==> config.mk <==
export PLATFORM = sky130hd
export DESIGN_NAME = bus_arbiter_flat
export DESIGN_NICKNAME = d
export VERILOG_FILES = /design/src/source/soc_pkg.sv /design/src/source/soc_bus_if.sv /design/src/source/bus_arbiter.sv /design/src/flat_wrapper.sv
export SDC_FILE = /design/constraint.sdc
export NUM_CORES = 1
export LEC_CHECK = 0
export ABC_AREA = 0
export BUFFER_PORTS_ARGS = -buffer_cell sky130_fd_sc_hd__buf_2
export CAP_MARGIN = 40
export CORE_UTILIZATION = 30
export CTS_BUF_LIST = sky130_fd_sc_hd__clkbuf_2
export CTS_CLUSTER_DIAMETER = 40
export DETAILED_ROUTE_END_ITERATION = 7
export PLACE_DENSITY = 0.63
export SLEW_MARGIN = 20
export SYNTH_ARGS = -nofsm -noshare
export SYNTH_HDL_FRONTEND = slang
export SYNTH_SLANG_ARGS = --single-unit
==> constraint.sdc <==
create_clock -name clock -period 7.8 [get_ports clock]
set_input_delay 0.39 -clock clock [delete_from_list [all_inputs] [get_ports clock]]
set_output_delay 0.39 -clock clock [all_outputs]
set_load 0.05 [all_outputs]
==> src/source/soc_pkg.sv <==
package soc_pkg;

	//============================================================
	// Bus types
	//============================================================

	// Byte address
	typedef logic [31:0] bus_addr_t;

	// Read and write data
	typedef logic [31:0] bus_data_t;

	// Red LED pattern
	typedef logic [9:0] led_t;

	// Arbiter ownership of the shared bus
	typedef enum logic [1:0] {
		ARB_IDLE,
		ARB_PORT_A,
		ARB_PORT_B
	} arb_state_t;

	//============================================================
	// Memory map
	//============================================================

	localparam bus_addr_t RAM_BASE   = 32'h0001_0000;
	localparam bus_addr_t RAM_LIMIT  = 32'h0002_0000;
	localparam bus_addr_t LED_BASE   = 32'h5000_0000;
	localparam bus_addr_t LED_LIMIT  = 32'h5000_0010;
	// Timer takes everything from here up
	localparam bus_addr_t TIMER_BASE = 32'h6000_0000;

endpackage

==> src/source/soc_bus_if.sv <==
`timescale 1ns/1ps

interface soc_bus_if
	import soc_pkg::*;
();

	// Command, held by the master until ready
	logic      request;
	logic      rw;
	bus_addr_t address;
	bus_data_t wdata;

	// Response, rdata valid while ready is high on a read
	bus_data_t rdata;
	logic      ready;

	modport master (
		output request,
		output rw,
		output address,
		output wdata,
		input  rdata,
		input  ready
	);

	modport slave (
		input  request,
		input  rw,
		input  address,
		input  wdata,
		output rdata,
		output ready
	);

endinterface

==> src/source/bus_arbiter.sv <==
`timescale 1ns/1ps

module bus_arbiter
	import soc_pkg::*;
(
	input  logic      clock,
	input  logic      i_reset,

	// Port A, instruction fetch, read only
	input  logic      i_pa_request,
	input  bus_addr_t i_pa_address,
	output bus_data_t o_pa_rdata,
	output logic      o_pa_ready,

	// Port B, data
	input  logic      i_pb_request,
	input  logic      i_pb_rw,
	input  bus_addr_t i_pb_address,
	input  bus_data_t i_pb_wdata,
	output bus_data_t o_pb_rdata,
	output logic      o_pb_ready,

	soc_bus_if.master bus
);

	arb_state_t state;
	logic       last_b;
	logic       pa_pending;
	logic       pb_pending;
	logic       grant_b;
	logic       start;

	// Port still holding request during its own ready pulse is done, not new
	assign pa_pending = i_pa_request && !o_pa_ready;
	assign pb_pending = i_pb_request && !o_pb_ready;

	// On a tie the port not granted last time wins
	assign grant_b = pb_pending && (!pa_pending || !last_b);
	assign start   = (state == ARB_IDLE) && (pa_pending || pb_pending);

	//============================================================
	// Ownership FSM
	//============================================================

	always_ff @(posedge clock)
	begin
		if (i_reset)
		begin
			state       <= ARB_IDLE;
			last_b      <= 1'b0;
			bus.request <= 1'b0;
			o_pa_ready  <= 1'b0;
			o_pb_ready  <= 1'b0;
		end
		else
		begin
			o_pa_ready <= 1'b0;
			o_pb_ready <= 1'b0;
			case (state)
				ARB_IDLE:
				begin
					if (start)
					begin
						bus.request <= 1'b1;
						last_b      <= grant_b;
						state       <= grant_b ? ARB_PORT_B : ARB_PORT_A;
					end
				end
				ARB_PORT_A:
				begin
					if (bus.ready)
					begin
						bus.request <= 1'b0;
						o_pa_ready  <= 1'b1;
						state       <= ARB_IDLE;
					end
				end
				ARB_PORT_B:
				begin
					if (bus.ready)
					begin
						bus.request <= 1'b0;
						o_pb_ready  <= 1'b1;
						state       <= ARB_IDLE;
					end
				end
				default:
				begin
					bus.request <= 1'b0;
					state       <= ARB_IDLE;
				end
			endcase
		end
	end

	//============================================================
	// Command latch and read data return
	//============================================================

	always_ff @(posedge clock)
	begin
		if (start)
		begin
			// Port A only ever reads
			bus.rw      <= grant_b ? i_pb_rw : 1'b0;
			bus.address <= grant_b ? i_pb_address : i_pa_address;
			bus.wdata   <= i_pb_wdata;
		end
		if (bus.ready && state == ARB_PORT_A)
			o_pa_rdata <= bus.rdata;
		if (bus.ready && state == ARB_PORT_B)
			o_pb_rdata <= bus.rdata;
	end

endmodule

==> src/flat_wrapper.sv <==
// flat-port wrapper written by rule: the top's interface ports become plain ports
module bus_arbiter_flat import soc_pkg::*;
  (clock, i_reset, i_pa_request, i_pa_address, o_pa_rdata, o_pa_ready, i_pb_request, i_pb_rw, i_pb_address, i_pb_wdata, o_pb_rdata, o_pb_ready, bus_request, bus_rw, bus_address, bus_wdata, bus_rdata, bus_ready);
  soc_bus_if bus_i ();
  input  logic clock;
  input  logic i_reset;
  input  logic i_pa_request;
  input  bus_addr_t i_pa_address;
  output bus_data_t o_pa_rdata;
  output logic o_pa_ready;
  input  logic i_pb_request;
  input  logic i_pb_rw;
  input  bus_addr_t i_pb_address;
  input  bus_data_t i_pb_wdata;
  output bus_data_t o_pb_rdata;
  output logic o_pb_ready;
  output wire logic [$bits(bus_i.request)-1:0] bus_request;
  output wire logic [$bits(bus_i.rw)-1:0] bus_rw;
  output wire logic [$bits(bus_i.address)-1:0] bus_address;
  output wire logic [$bits(bus_i.wdata)-1:0] bus_wdata;
  input wire logic [$bits(bus_i.rdata)-1:0] bus_rdata;
  input wire logic [$bits(bus_i.ready)-1:0] bus_ready;
  assign bus_request = bus_i.request;
  assign bus_rw = bus_i.rw;
  assign bus_address = bus_i.address;
  assign bus_wdata = bus_i.wdata;
  assign bus_i.rdata = bus_rdata;
  assign bus_i.ready = bus_ready;
  bus_arbiter u_core (.clock(clock), .i_reset(i_reset), .i_pa_request(i_pa_request), .i_pa_address(i_pa_address), .o_pa_rdata(o_pa_rdata), .o_pa_ready(o_pa_ready), .i_pb_request(i_pb_request), .i_pb_rw(i_pb_rw), .i_pb_address(i_pb_address), .i_pb_wdata(i_pb_wdata), .o_pb_rdata(o_pb_rdata), .o_pb_ready(o_pb_ready), .bus(bus_i));
endmodule
# [Word level (Yosys, flattened, before mapping)]
# Cells that the tools add are included.
# Widths: inputs -> output; s select.
[word_totals] wordCells=43 latchBits=0 mem_count=0 reg_bits=135 output_inout_bits=132 ramBits=0 mem_bits_ro=0 input_bits=134
[classes] n_mul=0 reduce_logical=18 shifts=0 n_lt_le_gt_ge=0 mux=9 bitwise_logic=2 n_div=0 n_addsub=0 n_eq_ne=4
[ops] operator="$mux 32" n=1
[ops] operator="$logic_and 1x1->1" n=6
[ops] operator="$mux 2" n=3
[ops] operator="$reduce_or 2->1" n=3
[ops] operator="$logic_not 1->1" n=4
[ops] operator="$ne 2x1->1 const B" n=2
[ops] operator="$pmux 2 s2" n=1
[ops] operator="$reduce_and 2->1" n=2
[ops] operator="$mux 1" n=3
[ops] operator="$eq 2x1->1 const B" n=1
[ops] operator="$eq 2x2->1 const B" n=1
[ops] operator="$logic_not 2->1" n=1
[ops] operator="$logic_or 1x1->1" n=2
[ops] operator="$not 1->1" n=2
[ops] operator="$pmux 1 s2" n=1

# [Depth between registers and ports, before layout]
# Gate-level depths: netlist (run 1).
[depth] depth_word=8 ltp_mapped=5 ltp_nobuf=5

# [Least setup slack after synthesis (run 1)]
# No wires, ideal clock.
[synth_timing] path_type="register to register" from="register u_core.o_pb_ready" to="register u_core.bus.address[0] (enable)" stages_incl_launch_ff=3 synth_period_minus_slack_ps=6104 path_slack_ps=1696 arrival_ps=5514 path_buffers=0 cell_sequence="dfxtp_1 > nand2b_1 > a21boi_0"
[synth_between] elab_chain_len=4
[synth_lines] item="start, declared" line_no="bus_arbiter.sv:21" text="output logic o_pb_ready,"
[synth_lines] item="start signal, assigned" line_no="bus_arbiter.sv:53" text="o_pb_ready <= 1'b0;"
[synth_lines] item="start signal, assigned" line_no="bus_arbiter.sv:58" text="o_pb_ready <= 1'b0;"
[synth_lines] item="start signal, assigned" line_no="bus_arbiter.sv:83" text="o_pb_ready <= 1'b1;"
[synth_lines] item="$logic_not 1->1" line_no="bus_arbiter.sv:35" text="assign pb_pending = i_pb_request && !o_pb_ready;"
[synth_lines] item="$logic_and 1x1->1" line_no="bus_arbiter.sv:35"
[synth_lines] item="$logic_or 1x1->1" line_no="bus_arbiter.sv:39" text="assign start = (state == ARB_IDLE) && (pa_pending || pb_pending);"
[synth_lines] item="$logic_and 1x1->1" line_no="bus_arbiter.sv:39"
[synth_lines] item="named net u_core.start" line_no="bus_arbiter.sv:31" text="logic start;"
[synth_lines] item="end signal, assigned" line_no="bus_arbiter.sv:106" text="bus.address <= grant_b ? i_pb_address : i_pa_address;"
[synth_lines] item="end, declared" line_no="soc_bus_if.sv:20" text="output address,"
# The timed path passes the listed nets, and every way through them passes these cells.
# A chain may end at the register's enable or synchronous reset.

# [Worst setup path after layout (run 1)]
[layout_timing] from="register u_core.o_pa_ready" to="register u_core.bus.address[29], data pin"
[layout_between] elab_chain_len=6
[layout_lines] item="start, declared" line_no="bus_arbiter.sv:13" text="output logic o_pa_ready,"
[layout_lines] item="start signal, assigned" line_no="bus_arbiter.sv:52" text="o_pa_ready <= 1'b0;"
[layout_lines] item="start signal, assigned" line_no="bus_arbiter.sv:57" text="o_pa_ready <= 1'b0;"
[layout_lines] item="start signal, assigned" line_no="bus_arbiter.sv:74" text="o_pa_ready <= 1'b1;"
[layout_lines] item="$logic_not 1->1" line_no="bus_arbiter.sv:34" text="assign pa_pending = i_pa_request && !o_pa_ready;"
[layout_lines] item="$logic_and 1x1->1" line_no="bus_arbiter.sv:34"
[layout_lines] item="$logic_not 1->1" line_no="bus_arbiter.sv:38" text="assign grant_b = pb_pending && (!pa_pending || !last_b);"
[layout_lines] item="$logic_or 1x1->1" line_no="bus_arbiter.sv:38"
[layout_lines] item="$logic_and 1x1->1" line_no="bus_arbiter.sv:38"
[layout_lines] item="$mux 32" line_no="bus_arbiter.sv:106"
# No other way between the ends.

==> out/metrics.yaml, run 1 <==
antenna_found_initial: 0
final_hold_viol_count: 0
io_pins: 266
fin_worst_skew_ps: 36.7
rsz0062_at_grt: "false"
number_of_synthesized_register_bits: 135
area.growth.synth_to_final_pct: 67.5
synth.yosys.warnings: 0
synthDominantAreaCellType: "edfxtp_1"
drt.antenna.violating_nets: 0
cells_taking_the_most_area_after_synthesis: "edfxtp_1 84%, mux2_2 7.8%, dfxtp_1 2.6%"
std_cell_rows: 45
hold_slack_ps: 209
total_cts_buffers: 17
fin_tns_setup_ps: 0
detailedPlacementHpwl_mm: 7.55
cts.path.max_buffers: 2
dpl.cell_count: 658
ys_dominant_reg_cell: "edfxtp_1"
route.final.wire_length_mm: 12.4
yosys.area.top_type_share: 0.837
top_cell_types_by_occurrence_after_synthesis: "129 x edfxtp_1, 32 x mux2_2, 6 x dfxtp_1"
drtIter0Drc: 143
critical_path.slowest_cell: "dlygate4sd3_1"
cts.sink_count: 135
die_height_um: 126
critical_path.startpoint_type: "flip-flop"
worst-path-max-fanout: 25
numPortBuffers: 265
initial_core_util: 0.306
synthesis.area_mm2: 0.00463
synth_enable_flop_cells: 129
pwr_density_cell_mw_per_mm2: 231
leakage_power_summed_over_all_cells_uw: 0.00326
die_area_mm2: 0.0159
required_ps: 8240
root_buffer: "clkbuf_2"
level_count_of_the_clock_h_tree: 4
peakVddDrop_mv: 0.128
synth.lib_cells_used.distinct: 24
min-delay-path-class: "in -> reg"
critPathArrivalTime_ps: 2750
synth_seq_area_share: 0.862
place.gp.congestion: 0.784
yosysMostFrequentCell: "edfxtp_1"
critical_path.top_delay_family: "buffers and inverters"
wire_length_of_the_first_global_routing_pass_mm: 19.0
cap_viol_max_count: 0
timing.critical_path.to_type: "flip-flop"
leftover_overflow_at_the_end_of_global_routing: 0
post_cts_repair_timing_setup_buffer_count: 0
gr-usage-all-layers: 0.160
timing.final.crit_share: 0.295
core_region_area_mm2: 0.0151
drt_pre_antenna_iters: 4
worst_slew_margin_rel: 0.701
crit_buf_inv: 2
postSynthNetCount: 341
outcome: "finished clean"
critPathKind: "reg -> reg"
grt_start_max_net_pins: 67
synthesis.instances: 204
final_cells: 823
max_clock_freq_mhz: 434
postSynthAreaPerCell_um2: 22.7
drt-wirelength-per-cell_um: 15.0
detailroute.via_count: 3486
share_of_final_layout_standard_cells_stronger_than_drive_strength_1: 0.531
number_of_nets_at_the_end_of_the_flow: 759
antenna_cells: 0
cts_tree: "done"
postSynth.asyncResetShare: 0
report.final.setup_viol: 0
drt_drc_violations_left: 0
route.detailed.vias_per_inst: 4.24
clock_slew_seen_by_the_registers_of_the_worst_setup_and_hold_paths_ps: 210
die_width_um: 126
clock_insertion_delay_worst_skew_ps: 670
min_period_ps: 2300
grt_pass1_vias: 3869
drv_slew: 0
tightest_slew_ps: 447
path_cells: "nand2b_4 > o21ai_4 > buf_16 > mux2_2 > dlygate4sd3_1"
worst_path_largest_cell_delay_ps: 570
[registers in the layout, summed over array words and instances (netlist names)]
register            count
u_core.bus.address     32
u_core.bus.wdata       32
u_core.o_pa_rdata      32
u_core.o_pb_rdata      32
u_core.state            2
u_core.bus.request      1
u_core.bus.rw           1
u_core.last_b           1
u_core.o_pa_ready       1
u_core.o_pb_ready       1
[per-layer routing]
metal,vias up,GRT usage,share of wire
met3,17,0.0620,0.082
met4,0,0.0687,0.018
met1,1645,0.163,0.38
met5,-,0,0
li1,1647,-,-
met2,177,0.289,0.52
[final timing paths]
check / startpoint / to / slack, ps / cells past startpoint
worst max-delay path: u_core.o_pa_ready / u_core.bus.address[29] / 5500 / 5
worst min-delay path: i_pa_request / u_core.state[0] / 210 / 4
worst max register to register: u_core.o_pa_ready / u_core.bus.address[29] / 5500 / 5
worst min register to register: u_core.state[0] / u_core.state[0] / 530 / 2
[layout make-up]
| cell class | instances | area [µm²] |
|---|---|---|
| clock buffer | 18 | 90.1 |
| clock inverter | 14 | 100 |
| fill | 1233 | 7390 |
| inverter | 5 | 18.8 |
| multi-input combinational | 61 | 596 |
| sequential | 135 | 3990 |
| tap | 188 | 235 |
| timing repair buffer | 402 | 2730 |
[cells by family after synthesis]
| logic type | Yosys count | share of synthesized area |
|---|---|---|
| mux | 32 | 0.0778 |
| compound gates | 9 | 0.0159 |
| flops | 135 | 0.862 |
| fa+ha+maj | 3 | 0.00811 |
| simple gates | 17 | 0.0243 |
| buf+inv | 8 | 0.0113 |
[power breakdown]
part,internal [µW],switching (µW),total [µW]
Sequential,891,20.8,912
Combinational,163,360,523
Clock,86.4,268,355
Total,1140,649,1790
[worst min-delay path, stage by stage]
cell and delay, ps:
buf_2 120, nand2b_4 100, a31oi_1 100, o22ai_1 110
[cell usage in the layout (no fill, tap or decap)]
cell type	synthesis	layout
nor2_1	2	2
clkinv_2	0	3
buf_16	0	2
nand2_1	1	1
buf_2	0	265
o21ai_0	1	1
dlygate4sd3_1	0	132
clkinvlp_4	0	3
and2b_2	2	2
o22ai_1	1	1
edfxtp_1	129	129
clkbuf_2	0	18
nand2b_4	1	1
inv_1	5	5
o311ai_1	1	1
or4_1	1	1
o211ai_1	1	1
clkinv_4	0	1
and2_1	2	2
a21boi_4	0	1
nor2b_1	3	3
or3_1	1	1
buf_4	0	3
mux2_2	32	32
a211oi_1	1	1
nand2b_1	4	4
a31oi_1	1	1
clkinv_1	0	2
ha_1	3	3
inv_8	0	1
o32ai_1	1	1
o21ai_4	1	1
dfxtp_1	6	6
inv_6	0	4
[metrics by stage]
| step | util | setup slack [ps] | cell area, µm² | power, µW |
|---|---|---|---|---|
| 2_1_floorplan | - | 1700 | 4630 | 1260 |
| 3_3_place_gp | 0.409 | 5710 | 6190 | 1370 |
| 3_5_place_dp | 0.411 | 5830 | 6220 | 1380 |
| 4_1_cts | 0.510 | 5510 | 7730 | 1800 |
| 5_1_grt | 0.512 | 5400 | 7760 | 1870 |
| 6_report | 0.512 | 5500 | 7760 | 1790 |
[timing repair]
action,4_1_cts,5_1_grt
hold buffers,132,0
resized for setup,0,0
hold endpoints to repair,134,0
Note: power is estimated with default switching activity, not from simulation.
==> inputs of run 2 (changes only) <==
==> constraint.sdc (replaced) <==
create_clock -name clock -period 2.3 [get_ports clock]
set_input_delay 0.115 -clock clock [delete_from_list [all_inputs] [get_ports clock]]
set_output_delay 0.115 -clock clock [all_outputs]
set_load 0.05 [all_outputs]
==> run 2 against run 1 <==
Net effect: count of clock-buffer cells in the layout stayed put; flip-flop and latch count unchanged; hold slack worse by 82 ps; global-route usage increased by 0.46 points; design area rose by 1.4%; clock power rose to 4.6 times the previous value; non-clock buffer count increased by 3; cell count rose by 0.24%; wire length increased by 4.6%; power grew to 3.6 times the previous value; critical path type unchanged; highest routed layer unchanged.
==> out/metrics.yaml, run 2 (synthesized netlist as in run 1, its figures left out) <==
required_ps: 2750  # was 8240 ps
leftover_overflow_at_the_end_of_global_routing: 0  # unchanged
initial_core_util: 0.306  # unchanged
startpoint: "u_core.o_pa_ready"  # unchanged
numPortBuffers: 265  # unchanged
final_hold_viol_count: 0  # unchanged
wire_length_of_the_first_global_routing_pass_mm: 19.4  # was 19.0 mm
route.final.wire_length_mm: 12.9  # was 12.4 mm
timing.critical_path.to_type: "flip-flop"  # unchanged
worst_slew_margin_rel: 0.479  # was 0.701
worst-path-max-fanout: 23  # was 25
drv_slew: 0  # unchanged
io_pins: 266  # unchanged
tightest_slew_ps: 779  # was 447 ps
critical_path.reg2reg.endpoint: "u_core.bus.address[14]"  # was u_core.bus.address[29]
pwr_density_cell_mw_per_mm2: 820  # was 231 mW/mm²
antenna_cells: 0  # unchanged
detailedPlacementHpwl_mm: 7.81  # was 7.55 mm
grt_pass1_vias: 3947  # was 3869
peakVddDrop_mv: 0.520  # was 0.128 mV
die_height_um: 126  # unchanged
fin_tns_setup_ps: 0  # unchanged
min_period_ps: 2030  # was 2300 ps
fin_area_mm2: 0.00787  # was 0.00776 mm²
drtIter0Drc: 143  # unchanged
core_region_area_mm2: 0.0151  # unchanged
route.detailed.vias_per_inst: 4.28  # was 4.24
rsz0062_at_grt: "false"  # unchanged
leakage_power_summed_over_all_cells_uw: 0.00331  # was 0.00326 µW
drt_drc_violations_left: 0  # unchanged
path_cells: "nand2b_4 > o21ai_4 > buf_4 > mux2_2"  # was nand2b_4 > o21ai_4 > buf_16 > mux2_2 > dlygate4sd3_1
post_cts_repair_timing_setup_buffer_count: 0  # unchanged
timing.hold.worst_path_depth: 2  # was 4
whs_endpoint: "u_core.bus.wdata[19]"  # was u_core.state[0]
timing.hold.worst.start: "i_pb_wdata[19]"  # was i_pa_request
fin_worst_skew_ps: 23.5  # was 36.7 ps
outcome: "finished clean"  # unchanged
worst_path_largest_cell_delay_ps: 610  # was 570 ps
std_cell_rows: 45  # unchanged
die_area_mm2: 0.0159  # unchanged
grt_start_max_net_pins: 67  # unchanged
clock_slew_seen_by_the_registers_of_the_worst_setup_and_hold_paths_ps: 210  # about the same
min-delay-path-class: "in -> reg"  # unchanged
critPathArrivalTime_ps: 2470  # was 2750 ps
holdBufCountCts: 135  # was 132
die_width_um: 126  # unchanged
post_cts_sizing_count: 0  # unchanged
rr_worst_depth: 4  # was 5
worstReg2RegStart: "u_core.o_pa_ready"  # unchanged
layout.cells.most_common_list: "265 x buf_2, 135 x dlygate4sd3_1, 129 x edfxtp_1"  # was 265 x buf_2, 132 x dlygate4sd3_1, 129 x edfxtp_1
critical_path.slowest_cell: "o21ai_4"  # was dlygate4sd3_1
placement.cell_area_mm2: 0.00623  # was 0.00622 mm²
share_of_final_layout_standard_cells_stronger_than_drive_strength_1: 0.532  # was 0.531
drt-wirelength-per-cell_um: 15.7  # was 15.0 µm
root_buffer: "clkbuf_2"  # unchanged
number_of_nets_at_the_end_of_the_flow: 762  # was 759
cts.sink_count: 135  # unchanged
clock_insertion_delay_worst_skew_ps: 690  # was 670 ps
area.growth.synth_to_final_pct: 69.9  # was 67.5%
antenna_found_initial: 0  # unchanged
max_clock_freq_mhz: 494  # was 434 MHz
critPathKind: "reg -> reg"  # unchanged
cts_tree: "done"  # unchanged
cap_viol_max_count: 0  # unchanged
detailroute.via_count: 3527  # was 3486
drt.antenna.violating_nets: 0  # unchanged
timing.final.crit_share: 0.881  # was 0.295
gr-usage-all-layers: 0.164  # was 0.160
final.fill_count: 1245  # was 1233
level_count_of_the_clock_h_tree: 4  # unchanged
place.gp.congestion: 0.710  # was 0.784
report.final.setup_viol: 0  # unchanged
final_common_cell: "buf_2"  # unchanged
critical_path.startpoint_type: "flip-flop"  # unchanged
cts.path.max_buffers: 2  # unchanged
total_cts_buffers: 17  # unchanged
ff2ff_setup_slack_ps: 270  # was 5500 ps
drt_pre_antenna_iters: 5  # was 4
[run 2: changes by cell type in the layout (fill, tap and decap cells not counted), sizes merged]
cell,before,now
bufinv,0,4
clkinvlp,3,1
dlygate4sd3,132,135
inv,10,9
clkinv,6,4
[run 2: layer usage]
layer | track usage | up-vias | wire length, µm
li1 | - | 1647 | -
met1 | 0.158 | 1647 | 4670
met2 | 0.306 | 206 | 6860
met3 | 0.0556 | 27 | 1060
met4 | 0.0921 | 0 | 347
met5 | 0 | - | 0
[run 2: area by class of cell]
| class | instances | area [µm²] | area share |
|---|---|---|---|
| clock buffers | 18 | 90.1 | 0.0114 |
| repair buffers | 405 | 2740 | 0.348 |
| clock inverters | 13 | 194 | 0.0246 |
| inverters | 5 | 18.8 | 0.00239 |
| multi-input cells | 61 | 596 | 0.0757 |
| well taps | 188 | 235 | 0.0299 |
| flip-flops and latches | 135 | 4000 | 0.508 |
[run 2: worst max-delay path by stage]
stage	endpoint	slack (ps)	cells after the start
floorplan	u_core.bus.address[0]	40	2
global placement	u_core.bus.address[8]	330	4
detailed placement	u_core.bus.address[28]	280	4
CTS	u_core.bus.address[28]	260	4
global route	u_core.bus.address[20]	120	4
finish	u_core.bus.address[14]	270	4
[run 2: power breakdown]
part           total, µW  switching [µW]  internal (µW)
combinational       1720            1210            506
clock               1630             903            731
sequential          3100            73.1           3020
[run 2: through the flow]
step	total power, µW	hold WS [ps]	setup slack (ps)	instances	utilization
floorplan	4250	179	38.0	204	-
CTS	6500	23.9	260	825	0.520
finish	6450	128	274	825	0.520
detailed placement	4690	293	280	659	0.412
global placement	4660	293	326	659	0.412
global route	6700	23.0	117	825	0.520
[run 2: critical path, delay by kind of cell (launching register included)]
kind / cells / cell delay (ps)
flops: 1 / 360
simple gates: 1 / 170
mux: 1 / 350
buf+inv: 1 / 290
compound gates: 1 / 610
